<file path="src/hdl/cache_cfg.svh">
`ifndef CACHE_CFG_SVH
`define CACHE_CFG_SVH

// address and data sizes
`define CACHE_ADDR_W 32
`define CACHE_WORD_W 32

// line geometry, four words per line
`define CACHE_LINE_WORDS 4
`define CACHE_OFFSET_W 2

// 16 sets, two ways each
`define CACHE_SETS 16
`define CACHE_INDEX_W 4

// tag is what is left above index, word offset and byte bits
`define CACHE_TAG_W (`CACHE_ADDR_W - `CACHE_INDEX_W - `CACHE_OFFSET_W - 2)

`endif

</file>
<file path="src/hdl/cache_pkg.sv">
`default_nettype none

`include "cache_cfg.svh"

package cache_pkg;

	typedef logic [`CACHE_ADDR_W-1:0] addr_t;
	typedef logic [`CACHE_WORD_W-1:0] word_t;
	typedef word_t [`CACHE_LINE_WORDS-1:0] line_t;	// word 0 in the low bits
	typedef logic [`CACHE_INDEX_W-1:0] index_t;
	typedef logic [`CACHE_OFFSET_W-1:0] offset_t;
	typedef logic [`CACHE_TAG_W-1:0] tag_t;

	// payload of the tag rams
	typedef struct packed {
		logic valid;
		logic dirty;
		tag_t tag;
	} tag_entry_t;

	// address fields, the two byte bits are dropped
	function automatic tag_t addr_tag(input addr_t addr);
		return addr[`CACHE_ADDR_W-1 -: `CACHE_TAG_W];
	endfunction

	function automatic index_t addr_index(input addr_t addr);
		return addr[`CACHE_OFFSET_W+2 +: `CACHE_INDEX_W];
	endfunction

	function automatic offset_t addr_offset(input addr_t addr);
		return addr[2 +: `CACHE_OFFSET_W];
	endfunction

endpackage

`default_nettype wire

</file>
<file path="src/hdl/cache_fsm.sv">
`timescale 1ns/1ps
`default_nettype none

`include "cache_cfg.svh"

module cache_fsm
	import cache_pkg::*;
(
	input  logic       clk,
	input  logic       reset,

	// processor side
	input  logic       req_valid,
	output logic       req_ready,
	input  logic       req_write,
	input  addr_t      req_addr,
	input  word_t      req_wdata,
	output logic       resp_valid,
	output word_t      resp_rdata,

	// memory side
	output logic       mem_req_valid,
	input  logic       mem_req_ready,
	output logic       mem_write,
	output addr_t      mem_addr,
	output logic       mem_wvalid,
	input  logic       mem_wready,
	output word_t      mem_wdata,
	input  logic       mem_rvalid,
	input  word_t      mem_rdata,

	// way rams
	output index_t     ram_index,
	output logic       tag_we_0,
	output logic       tag_we_1,
	output logic       line_we_0,
	output logic       line_we_1,
	output tag_entry_t tag_wdata,
	output line_t      line_wdata,
	input  tag_entry_t entry_0,
	input  tag_entry_t entry_1,
	input  line_t      line_0,
	input  line_t      line_1,

	// lookup results and lru update
	input  logic       hit,
	input  logic       hit_way,
	input  logic       victim_way,
	input  word_t      hit_word,
	output logic       lru_touch,
	output logic       touch_way,
	output offset_t    req_offset,
	output tag_t       req_tag
);

	typedef enum logic [2:0] {
		st_invalidate,
		st_idle,
		st_lookup,
		st_wb_req,
		st_wb_data,
		st_fill_req,
		st_fill_data,
		st_refresh
	} state_t;

	state_t state;
	index_t inv_cnt;	// set being cleared after reset
	offset_t beat;	// burst word counter, wraps after the last beat

	// latched request
	addr_t addr_q;
	word_t wdata_q;
	logic write_q;

	// victim copy for the write-back burst
	logic vway;
	tag_t vtag;
	line_t vline;
	line_t fill_buf;

	tag_entry_t ventry;
	line_t hit_line;
	line_t merge_line;
	line_t fill_line;
	logic victim_dirty;
	logic last_fill;

	assign req_tag = addr_tag(addr_q);
	assign req_offset = addr_offset(addr_q);
	assign req_ready = (state == st_idle);

	assign ventry = victim_way ? entry_1 : entry_0;
	assign victim_dirty = ventry.valid && ventry.dirty;
	assign hit_line = hit_way ? line_1 : line_0;

	assign last_fill = (state == st_fill_data) && mem_rvalid &&
		(beat == offset_t'(`CACHE_LINE_WORDS - 1));

	assign mem_req_valid = (state == st_wb_req) || (state == st_fill_req);
	assign mem_write = (state == st_wb_req);
	assign mem_addr = (state == st_wb_req) ?
		{vtag, addr_index(addr_q), {(`CACHE_OFFSET_W + 2){1'b0}}} :
		{req_tag, addr_index(addr_q), {(`CACHE_OFFSET_W + 2){1'b0}}};
	assign mem_wvalid = (state == st_wb_data);
	assign mem_wdata = vline[beat];

	assign lru_touch = (state == st_lookup) && hit;
	assign touch_way = hit_way;

	always_comb begin
		merge_line = hit_line;
		merge_line[req_offset] = wdata_q;
		fill_line = fill_buf;
		fill_line[`CACHE_LINE_WORDS-1] = mem_rdata;	// last beat goes straight in
	end

	always_comb begin
		case (state)
			st_invalidate: ram_index = inv_cnt;
			st_idle:       ram_index = addr_index(req_addr);	// read ahead of acceptance
			default:       ram_index = addr_index(addr_q);
		endcase

		tag_we_0 = 1'b0;
		tag_we_1 = 1'b0;
		line_we_0 = 1'b0;
		line_we_1 = 1'b0;
		tag_wdata = '0;
		line_wdata = fill_line;

		if (state == st_invalidate) begin
			tag_we_0 = 1'b1;
			tag_we_1 = 1'b1;
		end else if ((state == st_lookup) && hit && write_q) begin
			// write hit, merge the word and mark dirty
			tag_wdata.valid = 1'b1;
			tag_wdata.dirty = 1'b1;
			tag_wdata.tag = req_tag;
			line_wdata = merge_line;
			tag_we_0 = !hit_way;
			tag_we_1 = hit_way;
			line_we_0 = !hit_way;
			line_we_1 = hit_way;
		end else if (last_fill) begin
			tag_wdata.valid = 1'b1;
			tag_wdata.tag = req_tag;	// clean line
			tag_we_0 = !vway;
			tag_we_1 = vway;
			line_we_0 = !vway;
			line_we_1 = vway;
		end
	end

	always_ff @(posedge clk or negedge reset) begin
		if (!reset) begin
			state <= st_invalidate;
			inv_cnt <= '0;
			beat <= '0;
			resp_valid <= 1'b0;
		end else begin
			resp_valid <= 1'b0;
			case (state)
				st_invalidate: begin
					inv_cnt <= inv_cnt + 1'b1;
					if (inv_cnt == index_t'(`CACHE_SETS - 1)) begin
						state <= st_idle;
					end
				end
				st_idle: begin
					if (req_valid) begin
						state <= st_lookup;
					end
				end
				st_lookup: begin
					if (hit) begin
						resp_valid <= 1'b1;
						state <= st_idle;
					end else if (victim_dirty) begin
						state <= st_wb_req;
					end else begin
						state <= st_fill_req;
					end
				end
				st_wb_req: begin
					if (mem_req_ready) begin
						state <= st_wb_data;
					end
				end
				st_wb_data: begin
					if (mem_wready) begin
						beat <= beat + 1'b1;
						if (beat == offset_t'(`CACHE_LINE_WORDS - 1)) begin
							state <= st_fill_req;
						end
					end
				end
				st_fill_req: begin
					if (mem_req_ready) begin
						state <= st_fill_data;
					end
				end
				st_fill_data: begin
					if (mem_rvalid) begin
						beat <= beat + 1'b1;
					end
					if (last_fill) begin
						state <= st_refresh;
					end
				end
				st_refresh: state <= st_lookup;	// ram sees the new line next cycle
				default: state <= st_idle;
			endcase
		end
	end

	always_ff @(posedge clk) begin
		if ((state == st_idle) && req_valid) begin
			addr_q <= req_addr;
			wdata_q <= req_wdata;
			write_q <= req_write;
		end
		if (state == st_lookup) begin
			resp_rdata <= hit_word;
			if (!hit) begin
				vway <= victim_way;
				vtag <= ventry.tag;
				vline <= victim_way ? line_1 : line_0;
			end
		end
		if ((state == st_fill_data) && mem_rvalid) begin
			fill_buf[beat] <= mem_rdata;
		end
	end

endmodule

`default_nettype wire

</file>
<file path="config.mk">
export PLATFORM = sky130hd
export DESIGN_NAME = cache_fsm
export DESIGN_NICKNAME = d
export VERILOG_FILES = /design/src/hdl/cache_pkg.sv /design/src/hdl/cache_fsm.sv
export VERILOG_INCLUDE_DIRS = /design/src /design/src/hdl
export SDC_FILE = /design/constraint.sdc
export NUM_CORES = 1
export LEC_CHECK = 0
export BUFFER_PORTS_ARGS = -buffer_cell sky130_fd_sc_hd__clkbuf_2
export CAP_MARGIN = 20
export CORE_AREA = 5 5 283 285
export DETAILED_ROUTE_END_ITERATION = 10
export DIE_AREA = 0 0 288 290
export GPL_TIMING_DRIVEN = 0
export MAX_ROUTING_LAYER = met4
export PLACE_DENSITY = 0.49
export SYNTH_ARGS = -nofsm -noshare
export SYNTH_HDL_FRONTEND = slang
export SYNTH_SLANG_ARGS = --single-unit
</file>
<file path="constraint.sdc">
create_clock -name clk -period 8.75 [get_ports clk]
set_input_delay 0.875 -clock clk [delete_from_list [all_inputs] [get_ports clk]]
set_output_delay 0.875 -clock clk [all_outputs]
set_load 0.1 [all_outputs]
</file>
======== Yosys cells after proc, flatten, opt, wreduce, memory -nomap -nowiden ========
Cells that the tools add are included.
word-level totals
  register bits after elaboration ......... 388
  input port bits ......................... 446
  output and inout port bits .............. 291
cells by class
  bitwise operators ....................... 1
  multiplexer cells ....................... 44
  add/sub/neg operators ................... 2
  eq/ne operators ......................... 17
  reductions and logical operators ........ 16
  $lt $le $gt $ge ......................... 4
operators by type and width
  kind                 count
  $mux 128             4
  $bwmux 128           2
  $demux 32 s2         2
  $mux 32              4
  $bmux 32 s2          1
  $mux 26              2
  $mux 24              2
  $mux 3               9
  $pmux 3 s8           1
  $mux 1               13
  $eq 3x3->1 const B   4
  $ne 2x2->1 const B   5
  $logic_and 1x1->1    8
  $pmux 4 s2           1
  $reduce_and 7->1     1
  $eq 3x2->1 const B   2
  $lt 2x3->1 const B   2
  $ne 2x1->1 const B   3
  $add 4x1->4 const B  1
  $eq 4x4->1 const B   1
  $ge 2x1->1 const B   2
  $mux 2               2
  $pmux 2 s2           1
  $eq 3x1->1 const B   1
  other kinds (9)      10

======== Depth between registers and ports, before layout ========
  depth in word-level cells ............... 7
  gate-level depth with buffers ........... 7
  depth with buffers taken out ............ 5

======== Worst setup path after synthesis ========
Ideal clock, no wire load.
  path type ............................... register to register
  start ................................... register state[0]
  end ..................................... register vline[0] (netlist name), enable pin
  buffers on the path ..................... 0
  library setup time ...................... 0.531 ns
  stages on the path, launching flop included .. 3
  setup slack ............................. 3.173 ns
  data required time ...................... 8.219 ns
  arrival ................................. 5.047 ns
  cell sequence ........................... dfrtp_1 > nor3b_4 > and2_1
on the way
  word-level cells in the longest chain between the ends .. 2
ends and longest elaborated chain
  item                               line              RTL
  start, declared                    cache_fsm.sv:67   state_t state;
  start signal, assigned             cache_fsm.sv:157  state <= st_invalidate;
  start signal, assigned             cache_fsm.sv:167  state <= st_idle;
  start signal, assigned             cache_fsm.sv:172  state <= st_lookup;
  $eq 3x2->1                         cache_fsm.sv:223  if (state == st_lookup) begin
  $reduce_and 2->1 (no source line)  -
  end signal, assigned               cache_fsm.sv:228  vline <= victim_way ? line_1 : line_0;
  end, declared                      cache_fsm.sv:79   line_t vline;
No other way between the ends.
A chain may end at the register's enable or synchronous reset.

==> reports/metrics.csv <==
stage;metric;value;unit
route;# DRC;0;
worst_setup_path;CP Cell Sequence;nor3b_4 -> nand3_2 -> buf_6 -> clkbuf_1 -> o21ai_0 -> clkbuf_2;
worst_setup_path;Setup CP Type;flop to output pin;
route;Initial DRC Count;1114;
clock_network;Max clock buf depth;3;
power;Gate power share;45.3;%
worst_setup_path;Worst path top cell family by delay;buffers and inverters;
worst_setup_path;Reg2Reg Setup Slack;5560;ps
timing;clk_skew;18.1;ps
timing;final hold violation count;0;
yosys;synthesized flop and latch total;354;
final_layout;most common cell after layout, fill and taps aside;clkbuf_2;
power;Switch Pwr;3.76;mW
yosys;number of flops mapped to enable cells by yosys;344;
yosys;ys flop type;edfxtp_1;
worst_setup_path;critical path startpoint category;flop;
global_route;initial antenna violation count;11;
job;max-cap viol count;0;
yosys;Yosys cell types;43;
power;Leakage Power;10.7;nW
clock_network;CTS Sinks;354;
power;Net Sw Frac;48.4;%
clock_network;# hold bufs at CTS;0;
floorplan;die area;83500;sq um
route;via count;15880;
route;routed len/inst;28.1;microns
route;DR vias/cell;4.74;
worst_setup_path;crit path max fanout;14;
place;worst slack, placed;4100;ps
power;Sequential Power Share;28.1;%
yosys;cell count after synthesis;1467;
floorplan;total core area;77100;sq um
route;Routed WL;94100;microns
global_route;first-pass GRT wire length;127000;microns
floorplan;die width;288;microns
clock_network;number of H-tree levels;2;
global_route;largest net degree at the start of global routing;59;
power;post-layout total power;7.77;mW
power;Max VDD drop;0.178;mV
yosys;Ys Warns;0;
global_route;GRT Util Overall;21.9;%
timing;RSZ-0062 raised after global routing;false;
clock_network;TritonCTS clock tree;yes;
floorplan;Initial Utilization;23.4;%
worst_setup_path;worst path required time;7880;ps
power;part of the power in the clock network;26.6;%
timing;Fin Setup TNS;0;ps
power;Power Density;312;nW/um^2
timing;max_slew headroom;24.8;%
floorplan;number of top-level pins;737;
worst_setup_path;CP max stage cell;nor3b_4;
power;Int Pwr;4.01;mW
clock_network;Clock Tree Root;clkbuf_16;
timing;Fmax;198;MHz
clock_network;CTS buffer count;47;
final_layout;layout cells sized above 1;46.1;%
final_layout;# nets final;2714;
global_route;GRT overflow;0;
yosys;Post-Syn Area;18000;sq um
clock_network;worst-skew pair later-pin latency;580;ps
timing;Worst-Margin Slew;1130;ps
worst_setup_path;CP bufs+invs;3;
timing;Final Cycle Share;57.8;%
final_layout;# fillers;8181;
final_layout;synth-to-layout area growth;38.2;%
route;Final ANT Viol Nets;0;
min_path;Worst Hold Class;input pin to async pin;
worst_setup_path;WP data arrival;4190;ps
final_layout;most frequent cells in the layout;clkbuf_2, edfxtp_1, nand2_1;
outcome;outcome;completed;
place;Port-buffer cells;729;
final_layout;Layout Cell Area excl Fill;24900;sq um
yosys;Async S/R FF share, synth;2.82;%
route;Pre-Repair DR Iteration Count;5;
timing;fin crit period;5060;ps
clock_network;post-CTS sizing;0;
clock_network;post-CTS setup buffer count;0;
place;placer's final routability congestion estimate;0.887;
timing;Slew Limit Fails;0;
yosys;syn_area_per_cell;12.3;sq um
timing;setup ws final;3690;ps
clock_network;Reg clk slew, reported paths;60;ps
floorplan;# rows;102;
global_route;number of global-route vias before repair;16764;
place;DP HPWL;73200;microns
timing;final setup violation count;0;
floorplan;Vert. Die Dim;290;microns
worst_setup_path;Max stage delay on crit path;690;ps
place;dpl cell area;23300;sq um
yosys;post-synthesis sequential area ratio;58.7;%
worst_setup_path;crit end category;output pin;
-- cell type report --
| cell class | count | area, sq um | area share, % |
|---|---|---|---|
| inverter | 8 | 30.0 | 0.121 |
| clock inverter | 24 | 334 | 1.34 |
| buffer | 109 | 514 | 2.07 |
| multi-input combinational | 999 | 6920 | 27.8 |
| clock buffer | 62 | 1280 | 5.16 |
| antenna | 8 | 20.0 | 0.0804 |
| tap | 1040 | 1300 | 5.23 |
| timing repair buffer | 744 | 3910 | 15.7 |
| sequential | 354 | 10600 | 42.5 |
-- synth_stat cells, types with 2 or more instances --
master      n  area share, %
or2_2       2          0.069
nor2b_1     2          0.069
inv_2       2          0.042
inv_1       6           0.12
dfrtp_1    10            1.4
buf_1       5           0.10
o221ai_1    2          0.097
o21ai_1     2          0.056
clkbuf_1   52            1.1
ha_1        5           0.35
buf_6       4           0.25
mux2i_1   133            7.4
mux4_2     32            4.0
xnor2_1     3           0.15
edfxtp_1  344             57
o21ai_0   159            4.4
nor3_1      2          0.056
nor2_1    103            2.1
nand2_1   241            5.0
buf_2      42            1.2
buf_4       6           0.25
and2_1     29            1.0
a31oi_1     2          0.069
nand4_1     2          0.069
mux2_2    153            9.6
a21oi_1   103            2.9
nand3_1     3          0.083
nand2b_1    3           0.10
-- metal layers --
metal	vias to the layer above	global-route usage [%]	wire length [microns]
met5	-	-	0
met4	0	5.51	2140
met3	123	3.85	6200
met2	733	36.7	46200
met1	8021	27.7	39600
li1	7003	-	-
-- flip-flops by register name (all words and copies together), names as in the netlist --
register    flops
addr_q         30
beat            2
fill_buf       96
inv_cnt         4
resp_rdata     32
resp_valid      1
state           3
vline         128
vtag           24
vway            1
wdata_q        32
write_q         1
-- power by group through the flow --
stage	clock (mW)	sequential [mW]	combinational, mW
CTS	2.11	2.18	3.55
floorplan	0	2.48	2.40
detailed placement	0	2.22	3.54
global route	2.18	2.20	3.64
global placement	0	2.25	3.48
finish	2.07	2.19	3.52
-- kinds of logic (layout without fill, tap and decap cells) --
kind of cell	count (synthesis)	in the layout	synth area share (%)
AND/OR/NAND/NOR	395	395	9.03
flip-flops	354	354	58.7
multiplexers	318	318	20.9
AO/OA/AOI/OAI	273	273	7.73
buffers and inverters	117	947	3.02
adder cells (fa/ha/maj)	5	5	0.347
XOR/XNOR	4	4	0.194
other	1	12	0.0208
-- metrics by stage --
stage | hold WS, ps | util, % | std cells
global route | 162 | 32.3 | 3346
finish | 180 | 32.3 | 3348
detailed placement | 504 | 30.2 | 3253
CTS | 133 | 32.3 | 3339
floorplan | 467 | - | 1470
global placement | 499 | 29.8 | 3239
-- worst paths after layout --
kind	from	to	cells after the start
setup / recovery	state[0]	line_wdata[66]	6
setup reg to reg	beat[1]	fill_buf[27]	6
min in group clk	req_wdata[20]	wdata_q[20]	1
max in group asynchronous	reset	inv_cnt[0]	1
hold reg to reg	inv_cnt[3]	inv_cnt[3]	1
hold / removal	reset	resp_valid	1
(Power assumes the default switching activity.)
