`config.mk`:
```
export PLATFORM = sky130hd
export DESIGN_NAME = cache_way_ram
export DESIGN_NICKNAME = d
export VERILOG_FILES = /design/src/hdl/cache_pkg.sv /design/src/hdl/cache_way_ram.sv
export VERILOG_INCLUDE_DIRS = /design/src /design/src/hdl
export SDC_FILE = /design/constraint.sdc
export NUM_CORES = 1
export LEC_CHECK = 0
export BUFFER_PORTS_ARGS = -buffer_cell sky130_fd_sc_hd__buf_2
export CORE_MARGIN = 4
export CORE_UTILIZATION = 40
export DETAILED_ROUTE_END_ITERATION = 16
export SYNTH_ARGS = -nofsm -noshare
export SYNTH_HDL_FRONTEND = slang
export SYNTH_SLANG_ARGS = --single-unit
```
`constraint.sdc`:
```
create_clock -name clk -period 1.5 [get_ports clk]
set_clock_uncertainty 0.1 [all_clocks]
set_input_delay 0.225 -clock clk [delete_from_list [all_inputs] [get_ports clk]]
set_output_delay 0.225 -clock clk [all_outputs]
set_load 0.01 [all_outputs]
```
`src/hdl/cache_cfg.svh`:
```
`ifndef CACHE_CFG_SVH
`define CACHE_CFG_SVH

// address and data sizes
`define CACHE_ADDR_W 32
`define CACHE_WORD_W 32

// line geometry, four words per line
`define CACHE_LINE_WORDS 4
`define CACHE_OFFSET_W 2

// 16 sets, two ways each
`define CACHE_SETS 16
`define CACHE_INDEX_W 4

// tag is what is left above index, word offset and byte bits
`define CACHE_TAG_W (`CACHE_ADDR_W - `CACHE_INDEX_W - `CACHE_OFFSET_W - 2)

`endif

```
`src/hdl/cache_pkg.sv`:
```
`default_nettype none

`include "cache_cfg.svh"

package cache_pkg;

	typedef logic [`CACHE_ADDR_W-1:0] addr_t;
	typedef logic [`CACHE_WORD_W-1:0] word_t;
	typedef word_t [`CACHE_LINE_WORDS-1:0] line_t;	// word 0 in the low bits
	typedef logic [`CACHE_INDEX_W-1:0] index_t;
	typedef logic [`CACHE_OFFSET_W-1:0] offset_t;
	typedef logic [`CACHE_TAG_W-1:0] tag_t;

	// payload of the tag rams
	typedef struct packed {
		logic valid;
		logic dirty;
		tag_t tag;
	} tag_entry_t;

	// address fields, the two byte bits are dropped
	function automatic tag_t addr_tag(input addr_t addr);
		return addr[`CACHE_ADDR_W-1 -: `CACHE_TAG_W];
	endfunction

	function automatic index_t addr_index(input addr_t addr);
		return addr[`CACHE_OFFSET_W+2 +: `CACHE_INDEX_W];
	endfunction

	function automatic offset_t addr_offset(input addr_t addr);
		return addr[2 +: `CACHE_OFFSET_W];
	endfunction

endpackage

`default_nettype wire

```
`src/hdl/cache_way_ram.sv`:
```
`timescale 1ns/1ps
`default_nettype none

`include "cache_cfg.svh"

// one way of tag or data storage, single port
module cache_way_ram
	import cache_pkg::*;
#(
	parameter type entry_t = logic
) (
	input  logic   clk,
	input  index_t index,
	input  logic   we,
	input  entry_t wdata,
	output entry_t rdata
);

	entry_t mem [`CACHE_SETS];

	// read returns the old contents when written in the same cycle
	always_ff @(posedge clk) begin
		if (we) begin
			mem[index] <= wdata;
		end
		rdata <= mem[index];	// registered read
	end

endmodule

`default_nettype wire

```
Yosys cells after proc, flatten, opt, wreduce, memory -nomap -nowiden
Memories as Yosys holds them, arrays and structs flattened. A register that Yosys moved wholly into a read port is not among the register bits.
Cells that the tools add are included.
Word-level totals
  register bits after elaboration: 0
  RAM bits: 16
  bits of input ports: 7
  logic and storage cells: 3
  memories kept: 1
Cells by class
  muxes and demuxes: 2
Memory list
  mem: depth 16, bits a word 1, rd ports 1, clocked after memory_dff 1, write ports 1, line cache_way_ram.sv:19  | entry_t mem [`CACHE_SETS];
Operator list (count)
  $mux W1: 2

Longest topological paths before layout
Gate-level depths: netlist (run 1).
  depth in word-level cells: 2
  mapped depth: 4
  mapped depth without buffers: 3

Least setup slack after synthesis (run 1)
Ideal clock, no wire load.
  kind: in2reg
  start: in index[0]
  end: reg rdata, read port of mem
  library setup time: 122 ps
  data arrival time: 1057 ps
  required time: 1278 ps
  setup slack: 222 ps
  stages on the path: 4
  buffers on the path: 1
  cell sequence: buf_6 -> mux4_1 -> mux2i_1 -> mux2i_1
RTL lines
  from (decl): line cache_way_ram.sv:13  | input index_t index,
  to (decl): line cache_way_ram.sv:16  | output entry_t rdata

==> results.cfg, run 1 <==
[status]
result_of_the_run = finished, final reports clean

[setup_path]
rr_startpoint = mem[15]$_DFFE_PP_
cells_traversed_along_the_worst_timing_path = mux4_1, mux2i_1, mux2i_1
timing.critical_path.slowest_cell_delay_ns = 0.49
crit_type = flop to flop
critPathMaxFanout = 1
crit_path_start_kind = flop
crit_slowest_cell = mux4_1
path_delay_family = multiplexers
worst_setup_path_end_kind = flop
worst-path-buf-inv = 0
cp_data_required_time_ns = 1.59
worst-r2r-setup-slack_ns = 0.20
ff2ff_path_depth = 3
critPathArrivalTime_ns = 1.39
critical_register_to_register_path_endpoint = rdata$_DFF_P_
cell_seen_most_often_among_critical_path_stages = mux2i_1

[yosys]
syn-cell-area_sq_um = 763
async_sr_flop_fraction = 0
synth_area_leaders = edfxtp_1, mux4_1, nor2_1, mux2i_1, dfxtp_1
area_leader_netlist = edfxtp_1
yosys-top-cells-count = edfxtp_1, nor2_1, mux4_1, nor3_1, mux2i_1
syn-instance-count = 49
synth_seq_cells = 17
avg_synthesized_cell_area_sq_um = 15.6
yosysWarnings = 0
netlist.area_leader.share = 0.630
synthDistinctLibCells = 14
ys_seq_area_frac = 0.656
synth_enable_flop_cells = 16
syn_nets = 56
yosysMostFrequentCell = edfxtp_1
synth-main-ff-cell = edfxtp_1

[floorplan]
floorplan.core_area_sq_um = 1760
ios = 8
die_area_sq_um = 2670
initial_core_util = 0.433
core.rowCount = 15
die-height_microns = 51.7
fp.dieW_microns = 51.7

[timing]
setup_tns_ns = 0
rsz_0062_raised_after_global_routing = no
hold_violations = 0
worst_pin_slew_ns = 0.239
slew_viol_final = 0
share_of_the_clock_period_used_by_the_worst_path_after_layout = 0.866
clock.fmax_mhz = 769
finalCriticalPeriod_ns = 1.30
max_slew_margin = 0.841
setup_viol_count_final = 0

[power]
share_comb_of_total_power = 0.090
p_leak_nw = 0.308
power-per-cell-area_nw_per_um2 = 980
ir_worst_vdd_mv = 0.565
clock_power_share = 0.286
power.share.sequential = 0.624
power.share.switching = 0.215
total_switching_power_mw = 0.183
cell_internal_pwr_mw = 0.670

[placement]
io_buffers = 7
gpl.final_weighted_congestion = 0.705
placement.cell_area_sq_um = 843
dpl.hpwl_microns = 891

[finish]
layout.filler_cells = 171
syn_to_final_growth_pct = 13.9
final_layout_size_suffix_gt1_frac = 0.242
nNetsFinal = 70
diode_count = 0
finish.instance_area_sq_um = 870

[global_route]
grt_first_pass_wirelength_microns = 1970
grt_antenna_before_repair = 0
globalRoute.totalOverflow = 0
first_global_vias = 410
grt_max_degree = 17
grtUsageTotal = 0.108

[cts]
clk_latency_ns = 0.29
cts_resized = 0
cts_setup_buffers = 0
cts_sinks = 17
postCtsHoldBufs = 0
tritoncts.num_buffers = 3
cts_buffer_depth = 2
cts_tree = built
cts.reportedPaths.clkPinSlew_ns = 0.09
root_buffer = clkbuf_4
cts_htree_levels = 1

[route]
drt-initial-drc-count = 7
routed_via_density = 5.15
antenna_left = 0
post_drt_wl_per_cell_microns = 14.2
drt_drc_violations_left = 0
vias = 448
wl_microns = 1230
drt_pass1_iterations = 4

[hold_path]
whs_path_depth = 3
holdPathEnd = rdata$_DFF_P_
hold_start = index[2]
hp-class = input pin to flop

[job]
timing.max_cap.violations = 0
-- final cells by class --
type                       instances  area [sq um]  share of cell area
timing repair buffer              11          65.1              0.0748
clock buffer                       4          26.3              0.0302
tap                               25          31.3              0.0360
sequential                        17           500               0.576
multi-input combinational         30           246               0.283
-- how the worst max path moves through the flow --
stage | startpoint | end | slack (ns) | depth (start not counted)
after floorplan | index[0] | rdata$_DFF_P_ | 0.22 | 4
after global routing | mem[13]$_DFFE_PP_ | rdata$_DFF_P_ | 0.14 | 3
final | mem[15]$_DFFE_PP_ | rdata$_DFF_P_ | 0.20 | 3
after CTS | mem[15]$_DFFE_PP_ | rdata$_DFF_P_ | 0.18 | 3
after global placement | index[0] | rdata$_DFF_P_ | 0.06 | 4
after detailed placement | we | mem[0]$_DFFE_PP_ | 0.03 | 3
-- worst register-to-register path: cells and delay by family, from the launching register on --
family  cells  cell delay [ns]
flops       1             0.38
mux         3             0.71
-- cells in the final DEF (no fill, tap or decap) --
cell and instances:
buf_2 7, buf_4 4, clkbuf_1 1, clkbuf_4 3, dfxtp_1 1, edfxtp_1 16
mux2i_1 3, mux4_1 4, nand2_1 1, nand2b_1 1, nand3_1 1, nand3b_1 2
nor2_1 12, nor3_1 4, or2b_1 1, or3b_2 1
-- cells by family after synthesis --
group,after synthesis,synth area share
simple gates,23,0.146
buf+inv,2,0.0213
mux,7,0.177
flops,17,0.656
-- power by group through the flow --
stage | clock, mW | sequential, mW | combinational, mW
finish | 0.244 | 0.532 | 0.0765
global route | 0.278 | 0.533 | 0.0850
CTS | 0.245 | 0.532 | 0.0775
detailed placement | 0 | 0.543 | 0.0771
global placement | 0 | 0.543 | 0.0777
floorplan | 0 | 0.545 | 0.0418
-- metal layers --
layer	track usage	wire, microns	vias to the layer above
met5	0	0	-
met4	0.0655	21	0
met3	0.0258	78	3
met2	0.140	572	16
met1	0.160	561	213
li1	-	-	216
-- state kept, by name, indices dropped and copies added (netlist names) --
signal,flops
mem,16
rdata,1
-- per-stage QoR --
step,hold slack (ns),utilization,power [mW],instances,worst slack (ns)
after floorplan,0.224,-,0.587,49,0.222
after global placement,0.447,0.478,0.621,83,0.0563
after detailed placement,0.451,0.478,0.621,83,0.0340
after CTS,0.138,0.493,0.855,87,0.184
after global routing,0.137,0.493,0.896,87,0.144
final,0.135,0.493,0.852,87,0.200
Note: power is estimated with default switching activity, not from simulation.
==> run 2: changes to the inputs <==
- PLACE_DENSITY_LB_ADDON: default -> 0.05
==> results.cfg, run 2 (same netlist as run 1, synthesis figures left out) <==
[cts]
clk_latency_ns = 0.28
cts_buffer_depth = 2
cts.reportedPaths.clkPinSlew_ns = 0.09
cts_setup_buffers = 0
cts_resized = 0
cts_sinks = 17
cts_tree = built
cts_htree_levels = 1
root_buffer = clkbuf_4
postCtsHoldBufs = 0
tritoncts.num_buffers = 3

[global_route]
grt_first_pass_wirelength_microns = 2170
grt_antenna_before_repair = 0
first_global_vias = 454
grtUsageTotal = 0.120
grt_max_degree = 17
globalRoute.totalOverflow = 0

[job]
timing.max_cap.violations = 0

[route]
antenna_left = 0
drt_pass1_iterations = 3
vias = 421
post_drt_wl_per_cell_microns = 15.2
wl_microns = 1310
routed_via_density = 4.90
drt-initial-drc-count = 12
drt_drc_violations_left = 0

[floorplan]
ios = 8
floorplan.core_area_sq_um = 1760
initial_core_util = 0.433
fp.dieW_microns = 51.7
die_area_sq_um = 2670
core.rowCount = 15
die-height_microns = 51.7

[status]
result_of_the_run = finished, final reports clean

[hold_path]
holdPathEnd = rdata$_DFF_P_
hp-class = input pin to flop
whs_path_depth = 3
hold_start = index[2]

[finish]
largest_register_ff_count = 16
layout.filler_cells = 176
nNetsFinal = 69
final_common_cell = edfxtp_1
postLayoutCoreUtil = 0.489
register_area_sq_um = 500
diode_count = 0
syn_to_final_growth_pct = 13.0
final_layout_size_suffix_gt1_frac = 0.230
finish.instance_area_sq_um = 862
biggestRegsByFlops = mem: 16 flops, rdata: 1 flops
largest-register = mem
multi_input_area_sq_um = 246
most-common-layout-cells = edfxtp_1, nor2_1, buf_2, nor3_1, mux4_1

[placement]
gpl.final_weighted_congestion = 0.726
dpl.hpwl_microns = 978
io_buffers = 7
placement.cell_area_sq_um = 836

[timing]
setup_viol_count_final = 0
slew_viol_final = 0
share_of_the_clock_period_used_by_the_worst_path_after_layout = 0.883
setup_tns_ns = 0
hold_violations = 0
clock.fmax_mhz = 755
finalCriticalPeriod_ns = 1.32
rsz_0062_raised_after_global_routing = no
worst_pin_slew_ns = 0.245
max_slew_margin = 0.836

[setup_path]
rr_startpoint = mem[13]$_DFFE_PP_
critPathArrivalTime_ns = 1.40
worst-r2r-setup-slack_ns = 0.18
crit_path_start_kind = flop
critical_register_to_register_path_endpoint = rdata$_DFF_P_
critPathMaxFanout = 1
worst_setup_path_end_kind = flop
cp_data_required_time_ns = 1.57
crit_type = flop to flop
ff2ff_path_depth = 3

[power]
ir_worst_vdd_mv = 0.607
p_leak_nw = 0.303
power-per-cell-area_nw_per_um2 = 977
-- run 2: area by class of cell --
class,instances,area share
Sequential cell,17,0.581
Multi-Input combinational cell,30,0.286
Timing Repair Buffer,10,0.0668
Tap cell,25,0.0363
Clock buffer,4,0.0305
-- run 2: routing by layer --
| metal | routed length [microns] | track usage | up-vias |
|---|---|---|---|
| li1 | - | - | 213 |
| met1 | 649 | 0.155 | 198 |
| met2 | 573 | 0.172 | 8 |
| met3 | 76 | 0.0458 | 2 |
| met4 | 10 | 0.0655 | 0 |
| met5 | 0 | 0 | - |
-- run 2: per-stage QoR --
stage / instances / hold slack [ns] / power, mW / worst slack (ns)
2_1_floorplan: 49 / 0.224 / 0.587 / 0.222
3_3_place_gp: 82 / 0.461 / 0.617 / 0.0689
3_5_place_dp: 82 / 0.463 / 0.621 / 0.0621
4_1_cts: 86 / 0.155 / 0.849 / 0.160
5_1_grt: 86 / 0.165 / 0.880 / 0.124
6_report: 86 / 0.167 / 0.842 / 0.176
-- run 2: power by group --
part | leakage (nW) | switching, mW | internal (mW)
Sequential | 0.153 | 0.00230 | 0.530
Combinational | 0.135 | 0.0421 | 0.0343
Clock | 0.0150 | 0.130 | 0.103
-- run 2: worst max path at each step --
stage,startpoint,to
after floorplan,index[0],rdata$_DFF_P_
after global placement,index[0],rdata$_DFF_P_
after detailed placement,index[0],rdata$_DFF_P_
after CTS,mem[13]$_DFFE_PP_,rdata$_DFF_P_
after global routing,mem[13]$_DFFE_PP_,rdata$_DFF_P_
final,mem[13]$_DFFE_PP_,rdata$_DFF_P_
-- run 2: critical path, cell delays in order (launching register included) --
cell      delay, ns
edfxtp_1       0.38
mux4_1         0.52
mux2i_1        0.15
mux2i_1        0.08
==> run 3: changes to the inputs <==
- CORE_MARGIN: 4 -> 3
==> results.cfg, run 3 (same netlist as run 1, synthesis figures left out) <==
[cts]
cts_sinks = 17
cts_resized = 0
clk_latency_ns = 0.28
cts_buffer_depth = 2
tritoncts.num_buffers = 3
cts_htree_levels = 1
cts_setup_buffers = 0
cts.reportedPaths.clkPinSlew_ns = 0.09
cts_tree = built
root_buffer = clkbuf_4
postCtsHoldBufs = 0

[status]
result_of_the_run = finished, final reports clean

[setup_path]
critPathMaxFanout = 1
critPathArrivalTime_ns = 1.38
worst-path-buf-inv = 0
cells_traversed_along_the_worst_timing_path = mux4_1, mux2i_1, mux2i_1
path_delay_family = multiplexers
crit_slowest_cell = mux4_1
crit_path_start_kind = flop
worst_setup_path_end_kind = flop
cp_data_required_time_ns = 1.57
timing.critical_path.slowest_cell_delay_ns = 0.51
crit_type = flop to flop
cell_seen_most_often_among_critical_path_stages = mux2i_1

[timing]
max_slew_margin = 0.835
slew_viol_final = 0
clock.fmax_mhz = 764
setup_viol_count_final = 0
fin_ws_ns = 0.191
timing.hold.ws_ns = 0.155
setup_tns_ns = 0
hold_violations = 0
share_of_the_clock_period_used_by_the_worst_path_after_layout = 0.873
worst_pin_slew_ns = 0.248
rsz_0062_raised_after_global_routing = no
finalCriticalPeriod_ns = 1.31

[finish]
most-common-layout-cells = edfxtp_1, nor2_1, buf_2, nor3_1, mux4_1
diode_count = 0
postLayoutCoreUtil = 0.489
nNetsFinal = 69
final_common_cell = edfxtp_1
largest_register_ff_count = 16
biggestRegsByFlops = mem: 16 flops, rdata: 1 flops
final_layout_size_suffix_gt1_frac = 0.230
largest-register = mem
syn_to_final_growth_pct = 13.0
layout.filler_cells = 176

[route]
drt_drc_violations_left = 0
routed_via_density = 5.08
drt_pass1_iterations = 2
antenna_left = 0
vias = 437
drt-initial-drc-count = 2
post_drt_wl_per_cell_microns = 14.9
wl_microns = 1280

[placement]
dpl_worst_slack_ns = 0.0629
gpl.final_weighted_congestion = 0.723
dpl.hpwl_microns = 977
io_buffers = 7

[floorplan]
initial_core_util = 0.433
core.rowCount = 15
ios = 8
die-height_microns = 49.7
die_area_sq_um = 2470
floorplan.core_area_sq_um = 1760
fp.dieW_microns = 49.7

[global_route]
grt_first_pass_wirelength_microns = 2120
grtUsageTotal = 0.118
globalRoute.totalOverflow = 0
grt_antenna_before_repair = 0
grt_max_degree = 17
first_global_vias = 457

[power]
power-per-cell-area_nw_per_um2 = 973
p_leak_nw = 0.303
ir_worst_vdd_mv = 0.578

[job]
timing.max_cap.violations = 0

[hold_path]
hp-class = input pin to flop
[run 3: cell counts in the layout (fill, tap and decap cells not counted)]
Identical to the previous run, type by type.
[run 3: metal layers]
layer	wire length, microns	up-vias	global-route usage
li1	-	214	-
met1	618	213	0.149
met2	583	8	0.176
met3	73	2	0.0393
met4	10	0	0.0691
met5	0	-	0
[run 3: final cells by class]
cell class,count,area [sq um],area share
repair buffers,10,57.6,0.0668
well taps,25,31.3,0.0363
clock buffers,4,26.3,0.0305
multi-input cells,30,246,0.286
flip-flops and latches,17,500,0.581
[run 3: path summary, 6_finish.rpt]
path	startpoint	to	slack, ns	cells past startpoint
setup / recovery	mem[5]$_DFFE_PP_	rdata$_DFF_P_	0.19	3
hold / removal	index[2]	rdata$_DFF_P_	0.15	3
setup reg to reg	mem[5]$_DFFE_PP_	rdata$_DFF_P_	0.19	3
hold reg to reg	mem[15]$_DFFE_PP_	rdata$_DFF_P_	0.65	3
[run 3: report_power, final]
| part | switching, mW | internal, mW | leakage (nW) |
|---|---|---|---|
| clock network | 0.128 | 0.103 | 0.0150 |
| logic | 0.0414 | 0.0342 | 0.135 |
| registers | 0.00227 | 0.530 | 0.153 |
| total | 0.172 | 0.667 | 0.303 |
[run 3: through the flow]
step	instances	area (sq um)	total power, mW
floorplan	49	763	0.587
global placement	82	836	0.617
detailed placement	82	836	0.621
CTS	86	862	0.851
global route	86	862	0.884
finish	86	862	0.839
[run 3: worst reg2reg max path, stage by stage, from the launching register on]
cell and delay (ns):
edfxtp_1 0.37, mux4_1 0.51, mux2i_1 0.14, mux2i_1 0.08
