## src/hdl/cache_cfg.svh

```systemverilog
`ifndef CACHE_CFG_SVH
`define CACHE_CFG_SVH

// address and data sizes
`define CACHE_ADDR_W 32
`define CACHE_WORD_W 32

// line geometry, four words per line
`define CACHE_LINE_WORDS 4
`define CACHE_OFFSET_W 2

// 16 sets, two ways each
`define CACHE_SETS 16
`define CACHE_INDEX_W 4

// tag is what is left above index, word offset and byte bits
`define CACHE_TAG_W (`CACHE_ADDR_W - `CACHE_INDEX_W - `CACHE_OFFSET_W - 2)

`endif

```

## src/hdl/cache_pkg.sv

```systemverilog
`default_nettype none

`include "cache_cfg.svh"

package cache_pkg;

	typedef logic [`CACHE_ADDR_W-1:0] addr_t;
	typedef logic [`CACHE_WORD_W-1:0] word_t;
	typedef word_t [`CACHE_LINE_WORDS-1:0] line_t;	// word 0 in the low bits
	typedef logic [`CACHE_INDEX_W-1:0] index_t;
	typedef logic [`CACHE_OFFSET_W-1:0] offset_t;
	typedef logic [`CACHE_TAG_W-1:0] tag_t;

	// payload of the tag rams
	typedef struct packed {
		logic valid;
		logic dirty;
		tag_t tag;
	} tag_entry_t;

	// address fields, the two byte bits are dropped
	function automatic tag_t addr_tag(input addr_t addr);
		return addr[`CACHE_ADDR_W-1 -: `CACHE_TAG_W];
	endfunction

	function automatic index_t addr_index(input addr_t addr);
		return addr[`CACHE_OFFSET_W+2 +: `CACHE_INDEX_W];
	endfunction

	function automatic offset_t addr_offset(input addr_t addr);
		return addr[2 +: `CACHE_OFFSET_W];
	endfunction

endpackage

`default_nettype wire

```

## src/hdl/cache_hit_lru.sv

```systemverilog
`timescale 1ns/1ps
`default_nettype none

`include "cache_cfg.svh"

module cache_hit_lru
	import cache_pkg::*;
(
	input  logic       clk,
	input  logic       reset,

	input  index_t     index,
	input  offset_t    offset,
	input  tag_t       tag,

	input  tag_entry_t entry_0,
	input  tag_entry_t entry_1,
	input  line_t      line_0,
	input  line_t      line_1,

	input  logic       lru_touch,
	input  logic       touch_way,

	output logic       hit,
	output logic       hit_way,
	output logic       victim_way,
	output word_t      hit_word
);

	logic [`CACHE_SETS-1:0] lru;	// names the least recently used way
	logic hit_0;
	logic hit_1;
	line_t hit_line;

	assign hit_0 = entry_0.valid && (entry_0.tag == tag);
	assign hit_1 = entry_1.valid && (entry_1.tag == tag);
	assign hit = hit_0 | hit_1;
	assign hit_way = hit_1;	// both can't match

	assign hit_line = hit_way ? line_1 : line_0;
	assign hit_word = hit_line[offset];

	// fill an empty way before evicting anything
	always_comb begin
		if (!entry_0.valid) begin
			victim_way = 1'b0;
		end else if (!entry_1.valid) begin
			victim_way = 1'b1;
		end else begin
			victim_way = lru[index];
		end
	end

	always_ff @(posedge clk or negedge reset) begin
		if (!reset) begin
			lru <= '0;
		end else if (lru_touch) begin
			lru[index] <= ~touch_way;	// the other way is now the older one
		end
	end

endmodule

`default_nettype wire

```

## config.mk

```make
export PLATFORM = sky130hd
export DESIGN_NAME = cache_hit_lru
export DESIGN_NICKNAME = d
export VERILOG_FILES = /design/src/hdl/cache_pkg.sv /design/src/hdl/cache_hit_lru.sv
export VERILOG_INCLUDE_DIRS = /design/src /design/src/hdl
export SDC_FILE = /design/constraint.sdc
export NUM_CORES = 1
export LEC_CHECK = 0
export ABC_AREA = 1
export BUFFER_PORTS_ARGS = -buffer_cell sky130_fd_sc_hd__buf_2
export CAP_MARGIN = 30
export CELL_PAD_IN_SITES_DETAIL_PLACEMENT = 2
export CELL_PAD_IN_SITES_GLOBAL_PLACEMENT = 2
export CORE_MARGIN = 5
export CORE_UTILIZATION = 19
export CTS_CLUSTER_SIZE = 14
export DETAILED_ROUTE_END_ITERATION = 10
export HOLD_SLACK_MARGIN = 0.1
export PLACE_DENSITY = 0.95
export RECOVER_POWER = 50
export SYNTH_ARGS = -nofsm -noshare
export SYNTH_HDL_FRONTEND = slang
export SYNTH_SLANG_ARGS = --single-unit
```

## constraint.sdc

```tcl
create_clock -name clk -period 4.27 [get_ports clk]
set_clock_uncertainty 0.15 [all_clocks]
set_input_delay 0.854 -clock clk [delete_from_list [all_inputs] [get_ports clk]]
set_output_delay 0.854 -clock clk [all_outputs]
set_load 0.05 [all_outputs]
```

* Word level (Yosys, flattened, before mapping) *
Index checks and enable logic that the tools add are counted.
Widths: inputs -> output; s select.

storage, ports and cells
  register bits after elaboration = 16
  input bits = 342
  output and inout bits = 35
  word-level logic and storage cells = 21

operators by class
  $lt $le $gt $ge = 3
  equality and inequality tests = 2
  multiplexer cells = 10
  bitwise gates (word level) = 2
  reduce and logical (&&, ||, !) cells = 3

operator list
  kind                number
  $mux 128            1
  $bmux 32 s2         1
  $eq 24x24->1        2
  $mux 32             1
  $bwmux 16           1
  $lt 4x5->1 const B  1
  $bmux 1 s4          1
  $demux 1 s4         1
  $ge 4x1->1 const B  1
  $mux 1              4
  $logic_and 1x1->1   3
  $lt 2x3->1 const B  1
  $not 1->1           1
  $or 1x1->1          1

* Longest topological paths before layout *
Gate-level depths: netlist of the first run.

  word-level depth = 5
  gate-level depth with buffers = 15
  depth with buffers taken out = 13

* Worst setup path before layout of the first run *
Ideal clock, no wire load.

  path kind = input port to output port
  from = input port entry_1[17] in the netlist's numbering
  to = output port hit_word[10]
  arrival time = 2.238 ns
  data required time = 3.266 ns
  setup slack = 1.028 ns
  stages = 14
  path buffers = 2
  path through = inv_1 > nand2_1 > nand2_1 > nor2_1 > nand3_1 > nor2_2 > nand3_1 > buf_2 > buf_2 > nand2_1 > nand3_1 > nand2_1 > nand2_1 > nand2_1

between the ends
  cells in the longest elaborated chain, start to end = 5

ends and longest elaborated chain
  item                           line                 text
  from (decl)                    cache_hit_lru.sv:17  input tag_entry_t entry_1,
  $eq 24x24->1                   cache_hit_lru.sv:36  assign hit_1 = entry_1.valid && (entry_1.tag == tag);
  $logic_and 1x1->1              cache_hit_lru.sv:36
  $mux 128                       cache_hit_lru.sv:40  assign hit_line = hit_way ? line_1 : line_0;
  $bmux 32 s2                    cache_hit_lru.sv:41  assign hit_word = hit_line[offset];
  $mux 32 (implied by the code)  cache_hit_lru.sv:41
  to (decl)                      cache_hit_lru.sv:27  output word_t hit_word

No other way between the ends. The select of a mux whose other input is x is not followed.

* Final worst setup path of the first run *
  from = input port tag[10]
  to = output port hit_word[8]

between the ends
  cells in the longest elaborated chain, start to end = 5

ends and longest elaborated chain
  item                           line                 text
  from (decl)                    cache_hit_lru.sv:14  input tag_t tag,
  $eq 24x24->1                   cache_hit_lru.sv:36
  $logic_and 1x1->1              cache_hit_lru.sv:36
  $mux 128                       cache_hit_lru.sv:40
  $bmux 32 s2                    cache_hit_lru.sv:41
  $mux 32 (implied by the code)  cache_hit_lru.sv:41

No other way between the ends. The select of a mux whose other input is x is not followed.

==> results.toml, run 1 <==
[route]
first_pass_iters = 4
drt_iter0_drc = 256
via_count = 8660
post_drt_wl_per_cell_microns = 18.07
antenna_left = 0
drt-total-wl_microns = 34280
drc = 0
routed_via_density = 4.565

[die]
row_count = 61
coreArea_sq_um = 28010
dieHeight_microns = 179.0
dieWidth_microns = 179.0
die_area_sq_um = 32050
io_pins = 377
start_util_pct = 19.38

[cts]
h-tree-depth = 1
insertion_delay_ps = 250
clk_path_buf_depth = 2
clockRootBuffer = "clkbuf_16"
ctsHoldBuffers = 0
post_cts_resize_count = 0
cts.sinks = 16
cts_buffers = 3
tritoncts = "done"
clk_pin_slew_worst_paths_ps = 50
post_cts_buffers = 0

[synth]
synthArstFlopShare_pct = 100.0
syn_avg_cell_area_sq_um = 4.585
syn_area_sq_um = 5429
dominantRegCellSynth = "dfrtp_1"
synth_edf_count = 0
syn-num-nets = 1526
ys_ff_latch = 16
yosysSeqAreaShare_pct = 7.375
synthCells = 1184
ys_types = 26
yosys_warnings = 0

[run_status]
status = "finished, final reports clean"

[grt]
grt_pass1_wl_microns = 50230
grt_pass1_vias = 9499
grt_max_degree = 72
antenna_found_initial = 6
grt-ovfl-total = 0
grt_usage_pct = 19.66

[timing]
tightest_slew_ps = 943.9
period_share_pct = 93.31
final-hold-violation-count = 0
tns_ps = 0
finalMaxSlewViolations = 0
rsz0062_at_grt = "false"
clock.fmax_mhz = 251.0
relSlewSlack_pct = 37.07
setup_viol = 0
min_period_ps = 3984

[final_layout]
multi_input_area_sq_um = 3520
mostFrequentLayoutCells = "385 x nand2_1, 369 x buf_2, 304 x inv_1"
top_register = "lru"
drive_above_1_share_pct = 26.87
area_delta_synth_final_pct = 43.37
final-seq-area_sq_um = 400.4
reg_top3 = "lru x16"
layout_commonest_cell = "nand2_1"
fin_nets = 1855
num-fill-cells = 3761
final_area_sq_um = 7784
largest_register_ffs = 16

[power]
powerDensity_nw_per_um2 = 144.4
irDropWorstVdd_uv = 118.8
p_leak_nw = 5.347
fin_total_pwr_w = 0.001124

[setup_path]
r2r_end = "lru[11]"
r2r_cells = 2
cp.arrival_ps = 2980
end_kind = "primary output"
critPathKind = "primary input to primary output"
cp.buffers_inverters = 4
path_cells = "buf_2 -> inv_1 -> nand2_1 -> nand2_1 -> nor2_1 -> nand3_1 -> nor2_4 -> nand3_4 -> buf_12 -> nand2_1 -> nand3_1 -> nand2_1 -> nand2_1 -> nand2_1 -> buf_2"
critPathRequiredTime_ps = 3270
critPathLaunch = "tag[10]"
crit_slowest_cell = "buf_2"
crit_top_cell = "nand2_1"
reg2reg_from = "lru[11]"
start_kind = "primary input"
cp_top_family = "simple AND/OR/NAND/NOR gates"
rrSetupSlack_ps = 3360
cp_slowest_stage_delay_ps = 270
cp_max_fo = 57

[placed_design]
gp_congestion = 0.8716
place_hpwl_microns = 28730
io_buffers = 374
postPlaceCellArea_sq_um = 7694

[flow_run]
drv_cap = 0

[min_path]
hold_class = "register to register"
worstHoldEndpoint = "lru[0]"
hp-start = "lru[0]"
holdPathStages = 2
[where the power goes]
group	internal (W)	switching, W	total [W]	leakage [nW]
Combinational	0.000271	0.000458	0.000729	5.12
Clock	0.000123	0.0000615	0.000185	0.0370
Sequential	0.000188	0.0000227	0.000210	0.185
Total	0.000582	0.000542	0.00112	5.35
[synth_stat cells (5+ instances only)]
master | number | area (sq um)
nand3_1 | 278 | 1391
dfrtp_1 | 16 | 400.4
nand4_1 | 7 | 43.79
buf_1 | 10 | 37.54
nor2_1 | 45 | 168.9
o21ai_0 | 9 | 45.04
nand2_1 | 385 | 1445
inv_1 | 304 | 1141
buf_2 | 30 | 150.1
clkbuf_1 | 12 | 45.04
a31oi_1 | 8 | 50.05
a21oi_1 | 15 | 75.07
inv_2 | 15 | 56.30
o22ai_1 | 5 | 31.28
buf_4 | 13 | 97.59
xnor2_1 | 12 | 105.1
[layer usage]
metal	vias up	global-route usage (%)	wire length [microns]	part of all wire [%]
met3	33	2.509	1944	5.7
met5	-	0	27	0.079
met4	4	3.870	520	1.5
met1	4168	23.42	14160	41
li1	4202	-	-	-
met2	253	37.51	17630	51
[layout make-up]
cell class / count / area share [%]
Tap cell: 378 / 6.076
Antenna cell: 8 / 0.2572
Multi-Input combinational cell: 783 / 45.22
Inverter: 320 / 15.43
Timing Repair Buffer: 389 / 26.91
Sequential cell: 16 / 5.144
Clock buffer: 3 / 0.9645
[worst register-to-register path, stage by stage (launching register included)]
cell and delay [ps]:
dfrtp_1 380, a21oi_1 170, a31oi_1 70
[per-stage QoR]
step	worst slack, ps	hold slack, ps	util (%)	std cells
floorplan	1028	304.2	-	1184
CTS	243.5	352.9	27.73	1889
finish	285.8	348.5	27.79	1897
global placement	300.8	318.5	27.47	1886
global route	118.7	371.2	27.75	1893
detailed placement	252.1	343.6	27.47	1886
[cell families (layout without fill, tap and decap cells)]
group	Yosys count	count (layout)	share of synthesized area (%)
other	0	8	0
flip-flops	16	16	7.375
AND/OR/NAND/NOR	722	722	56.88
buffers and inverters	385	712	28.21
XOR/XNOR	14	14	2.259
AO/OA/AOI/OAI	47	47	5.278
[how the worst max path moves through the flow]
stage                              end  slack (ps)  cells past startpoint
final                      hit_word[8]         290                     15
after global routing       hit_word[8]         120                     15
after CTS                  hit_word[8]         240                     15
after detailed placement   hit_word[8]         250                     15
after global placement     hit_word[8]         300                     15
after floorplan           hit_word[10]        1030                     14
Note: power is estimated with default switching activity, not from simulation.
==> run 2, diff against run 1 <==
--- a/config.mk
+++ b/config.mk
@@ -13,11 +13,11 @@
 export CELL_PAD_IN_SITES_GLOBAL_PLACEMENT = 2
 export CORE_MARGIN = 5
 export CORE_UTILIZATION = 19
+export CTS_CLUSTER_DIAMETER = 30
 export CTS_CLUSTER_SIZE = 14
 export DETAILED_ROUTE_END_ITERATION = 10
 export HOLD_SLACK_MARGIN = 0.1
-export PLACE_DENSITY = 0.95
-export RECOVER_POWER = 50
+export PLACE_DENSITY_LB_ADDON = 0.1
 export SYNTH_ARGS = -nofsm -noshare
 export SYNTH_HDL_FRONTEND = slang
 export SYNTH_SLANG_ARGS = --single-unit
==> results.toml, run 2 (same netlist as run 1, synthesis figures left out) <==
[timing]
final-hold-violation-count = 0
tightest_slew_ps = 837.2
clock.fmax_mhz = 254.2
tns_ps = 0
min_period_ps = 3933
relSlewSlack_pct = 43.75
period_share_pct = 92.11
finalMaxSlewViolations = 0
rsz0062_at_grt = "false"
setup_viol = 0

[grt]
antenna_found_initial = 14
grt_max_degree = 70
grt-ovfl-total = 0
grt_usage_pct = 18.97
grt_pass1_vias = 8992
grt_pass1_wl_microns = 48370

[die]
dieHeight_microns = 179.0
dieWidth_microns = 179.0
io_pins = 377
row_count = 61
start_util_pct = 19.38
die_area_sq_um = 32050
coreArea_sq_um = 28010

[route]
antenna_left = 0
routed_via_density = 4.387
post_drt_wl_per_cell_microns = 16.95
drt_iter0_drc = 270
via_count = 8339
drc = 0
first_pass_iters = 4
drt-total-wl_microns = 32220

[final_layout]
top_register = "lru"
final-seq-area_sq_um = 400.4
area_delta_synth_final_pct = 44.04
largest_register_ffs = 16
fin_nets = 1860
mostFrequentLayoutCells = "385 x nand2_1, 374 x buf_2, 304 x inv_1"
layout_commonest_cell = "nand2_1"
num-fill-cells = 3816
fin_cells = 1901
drive_above_1_share_pct = 27.42
multi_input_area_sq_um = 3520
reg_top3 = "lru x16"

[cts]
insertion_delay_ps = 240
post_cts_buffers = 0
clk_pin_slew_worst_paths_ps = 50
clk_path_buf_depth = 2
post_cts_resize_count = 0
ctsHoldBuffers = 0
cts_buffers = 3
tritoncts = "done"
cts.sinks = 16
clockRootBuffer = "clkbuf_16"
h-tree-depth = 1

[power]
fin_total_pwr_w = 0.001107
irDropWorstVdd_uv = 191.0
p_leak_nw = 5.387
powerDensity_nw_per_um2 = 141.5

[setup_path]
cp_slowest_stage_delay_ps = 330
crit_top_cell = "nand2_1"
cp_max_fo = 41
crit_slowest_cell = "xnor2_1"
rrSetupSlack_ps = 3390
path_cells = "buf_2 -> xnor2_1 -> nand2_1 -> nor2_1 -> nand2_1 -> nor2_4 -> buf_12 -> buf_4 -> nand3_1 -> nand3_1 -> nand2_1 -> nand2_1 -> nand2_1 -> buf_2"
end_kind = "primary output"
cp.buffers_inverters = 4
critPathKind = "primary input to primary output"
critPathRequiredTime_ps = 3270
cp_top_family = "simple AND/OR/NAND/NOR gates"
cp.arrival_ps = 2930
start_kind = "primary input"

[placed_design]
placed_cells = 1891
place_hpwl_microns = 26520
gp_congestion = 0.7805
io_buffers = 374

[flow_run]
drv_cap = 0

[run_status]
status = "finished, final reports clean"

[min_path]
hold_class = "register to register"
run 2: cell types whose count changed in the layout (fill, tap and decap cells not counted), sizes merged:
cell    previous run  this run
diode              8         6
clkbuf             7         4
buf              385       394
run 2: worst paths after layout:
| path | from | to | cells past startpoint |
|---|---|---|---|
| setup reg to reg | lru[4] | lru[4] | 2 |
| hold reg to reg | lru[0] | lru[0] | 2 |
| hold / removal | lru[0] | lru[0] | 2 |
| max in group asynchronous | reset | lru[8] | 1 |
| setup / recovery | tag[6] | hit_word[16] | 14 |
| min in group asynchronous | reset | lru[7] | 1 |
run 2: per-layer routing:
layer / part of all wire, % / track usage (%) / up-vias
li1: - / - / 4218
met1: 41 / 22.27 / 3866
met2: 52 / 36.59 / 209
met3: 6.3 / 3.416 / 30
met4: 0.84 / 2.239 / 16
met5: 0.29 / 0 / -
run 2: area by class of cell:
| type | instances | area share, % |
|---|---|---|
| multi-input cells | 783 | 45.01 |
| repair buffers | 394 | 27.14 |
| inverters | 320 | 15.36 |
| well taps | 378 | 6.048 |
| flip-flops and latches | 16 | 5.120 |
| clock buffers | 4 | 1.136 |
| diodes | 6 | 0.1920 |
run 2: worst reg2reg max path, delay by kind of cell, from the launching register on:
family,cells,cell delay [ps]
flip-flops,1,390
AO/OA/AOI/OAI,2,190
run 2: where the power goes:
group          internal (W)  switching [W]
Clock              0.000142      0.0000605
Combinational      0.000268       0.000426
Sequential         0.000188      0.0000227
run 2: per-stage QoR:
step,hold slack [ps],setup WS (ps),util [%],instance area [sq um]
6_report,348.9,336.8,27.92,7820
5_1_grt,397.0,147.9,27.92,7820
4_1_cts,360.6,281.6,27.86,7805
3_5_place_dp,346.4,283.3,27.55,7716
3_3_place_gp,327.2,319.9,27.55,7716
2_1_floorplan,304.2,1028,-,5429
==> run 3, diff against run 2 <==
--- a/config.mk
+++ b/config.mk
@@ -13,6 +13,7 @@
 export CELL_PAD_IN_SITES_GLOBAL_PLACEMENT = 2
 export CORE_MARGIN = 5
 export CORE_UTILIZATION = 19
+export CTS_BUF_LIST = sky130_fd_sc_hd__clkbuf_8
 export CTS_CLUSTER_DIAMETER = 30
 export CTS_CLUSTER_SIZE = 14
 export DETAILED_ROUTE_END_ITERATION = 10
==> results.toml, run 3 (same netlist as run 1, synthesis figures left out) <==
[power]
powerDensity_nw_per_um2 = 133.6
netSwitchingPower_w = 0.0005033
p_comb_share_pct = 66.7
fin_total_pwr_w = 0.001040
pwr-share-seq_pct = 20.1
power.share.clock_pct = 13.2
irDropWorstVdd_uv = 174.2
p_leak_nw = 5.372
p_int_w = 0.0005366
p_sw_share_pct = 48.39

[final_layout]
area_delta_synth_final_pct = 43.42
reg_top3 = "lru x16"
drive_above_1_share_pct = 27.42
layout_commonest_cell = "nand2_1"
top_register = "lru"
largest_register_ffs = 16
mostFrequentLayoutCells = "385 x nand2_1, 374 x buf_2, 304 x inv_1"
fin_nets = 1860

[setup_path]
cp.arrival_ps = 2930
end_kind = "primary output"
cp.buffers_inverters = 4
start_kind = "primary input"
cp_top_family = "simple AND/OR/NAND/NOR gates"
critPathRequiredTime_ps = 3270
cp_max_fo = 41
r2r_cells = 2
critPathKind = "primary input to primary output"
cp_slowest_stage_delay_ps = 330
crit_top_cell = "nand2_1"
crit_slowest_cell = "xnor2_1"
cp_num_cells = 14
path_cells = "buf_2 -> xnor2_1 -> nand2_1 -> nor2_1 -> nand2_1 -> nor2_4 -> buf_12 -> buf_4 -> nand3_1 -> nand3_1 -> nand2_1 -> nand2_1 -> nand2_1 -> buf_2"

[timing]
relSlewSlack_pct = 45.29
final-hold-violation-count = 0
tns_ps = 0
holdWs_ps = 352.3
tightest_slew_ps = 814.4
min_period_ps = 3934
finalMaxSlewViolations = 0
rsz0062_at_grt = "false"
clock.fmax_mhz = 254.2
setup_viol = 0
period_share_pct = 92.13

[cts]
post_cts_resize_count = 0
insertion_delay_ps = 250
h-tree-depth = 1
ctsHoldBuffers = 0
cts_buffers = 3
clk_path_buf_depth = 2
clockRootBuffer = "clkbuf_8"
clk_pin_slew_worst_paths_ps = 70
cts.sinks = 16
post_cts_buffers = 0
tritoncts = "done"

[route]
drt-total-wl_microns = 32220
drc = 0
via_count = 8362
post_drt_wl_per_cell_microns = 16.95
antenna_left = 0
routed_via_density = 4.399
drt_iter0_drc = 269
first_pass_iters = 5

[grt]
grt_pass1_wl_microns = 48420
grt_max_degree = 70
grt-ovfl-total = 0
grt_usage_pct = 18.97
grt_pass1_vias = 8995
antenna_found_initial = 13

[die]
start_util_pct = 19.38
row_count = 61
coreArea_sq_um = 28010
dieWidth_microns = 179.0
dieHeight_microns = 179.0
io_pins = 377
die_area_sq_um = 32050

[flow_run]
drv_cap = 0

[placed_design]
place_hpwl_microns = 26520
io_buffers = 374
gp_congestion = 0.7805

[min_path]
holdPathStages = 2
hold_class = "register to register"

[run_status]
status = "finished, final reports clean"
## run 3: cell counts in the layout (fill, tap and decap cells not counted)
No cell type changed its count.
## run 3: layout make-up
type                            instances  area [sq um]
Timing Repair Buffer                  394          2122
Fill cell                            3819         20220
Sequential cell                        16         400.4
Antenna cell                            6         15.01
Tap cell                              378         473.0
Multi-Input combinational cell        783          3520
Inverter                              320          1201
Clock buffer                            4         55.05
## run 3: power by group through the flow
stage / clock [W] / sequential (W) / combinational [W]
after floorplan: 0 / 0.000204 / 0.000399
after global placement: 0 / 0.000210 / 0.000692
after detailed placement: 0 / 0.000213 / 0.000708
after CTS: 0.000141 / 0.000210 / 0.000711
after global routing: 0.000147 / 0.000214 / 0.000780
final: 0.000137 / 0.000209 / 0.000694
## run 3: worst register-to-register path, stage by stage (launching register included)
cell and delay [ps]:
dfrtp_1 390, a21oi_1 130, a31oi_1 50
## run 3: path summary, 6_finish.rpt
path,startpoint,end,slack [ps]
max,tag[6],hit_word[16],340
min,lru[0],lru[0],350
max reg2reg,lru[11],lru[11],3410
min reg2reg,lru[0],lru[0],350
max in group asynchronous,reset,lru[8],3330
min in group asynchronous,reset,lru[7],370
## run 3: per-layer routing
| layer | up-vias | wire (microns) | global-route usage (%) |
|---|---|---|---|
| met5 | - | 81 | 0 |
| met4 | 14 | 289 | 2.239 |
| met3 | 28 | 2064 | 3.543 |
| met2 | 211 | 16720 | 36.56 |
| met1 | 3893 | 13060 | 22.22 |
| li1 | 4216 | - | - |
## run 3: metrics by stage
stage | utilization [%] | worst slack, ps | area (sq um) | std cells
after CTS | 27.74 | 281.6 | 7771 | 1895
after detailed placement | 27.55 | 283.3 | 7716 | 1891
after global placement | 27.55 | 319.9 | 7716 | 1891
after global routing | 27.80 | 147.9 | 7786 | 1901
final | 27.80 | 336.2 | 7786 | 1901
after floorplan | - | 1028 | 5429 | 1184
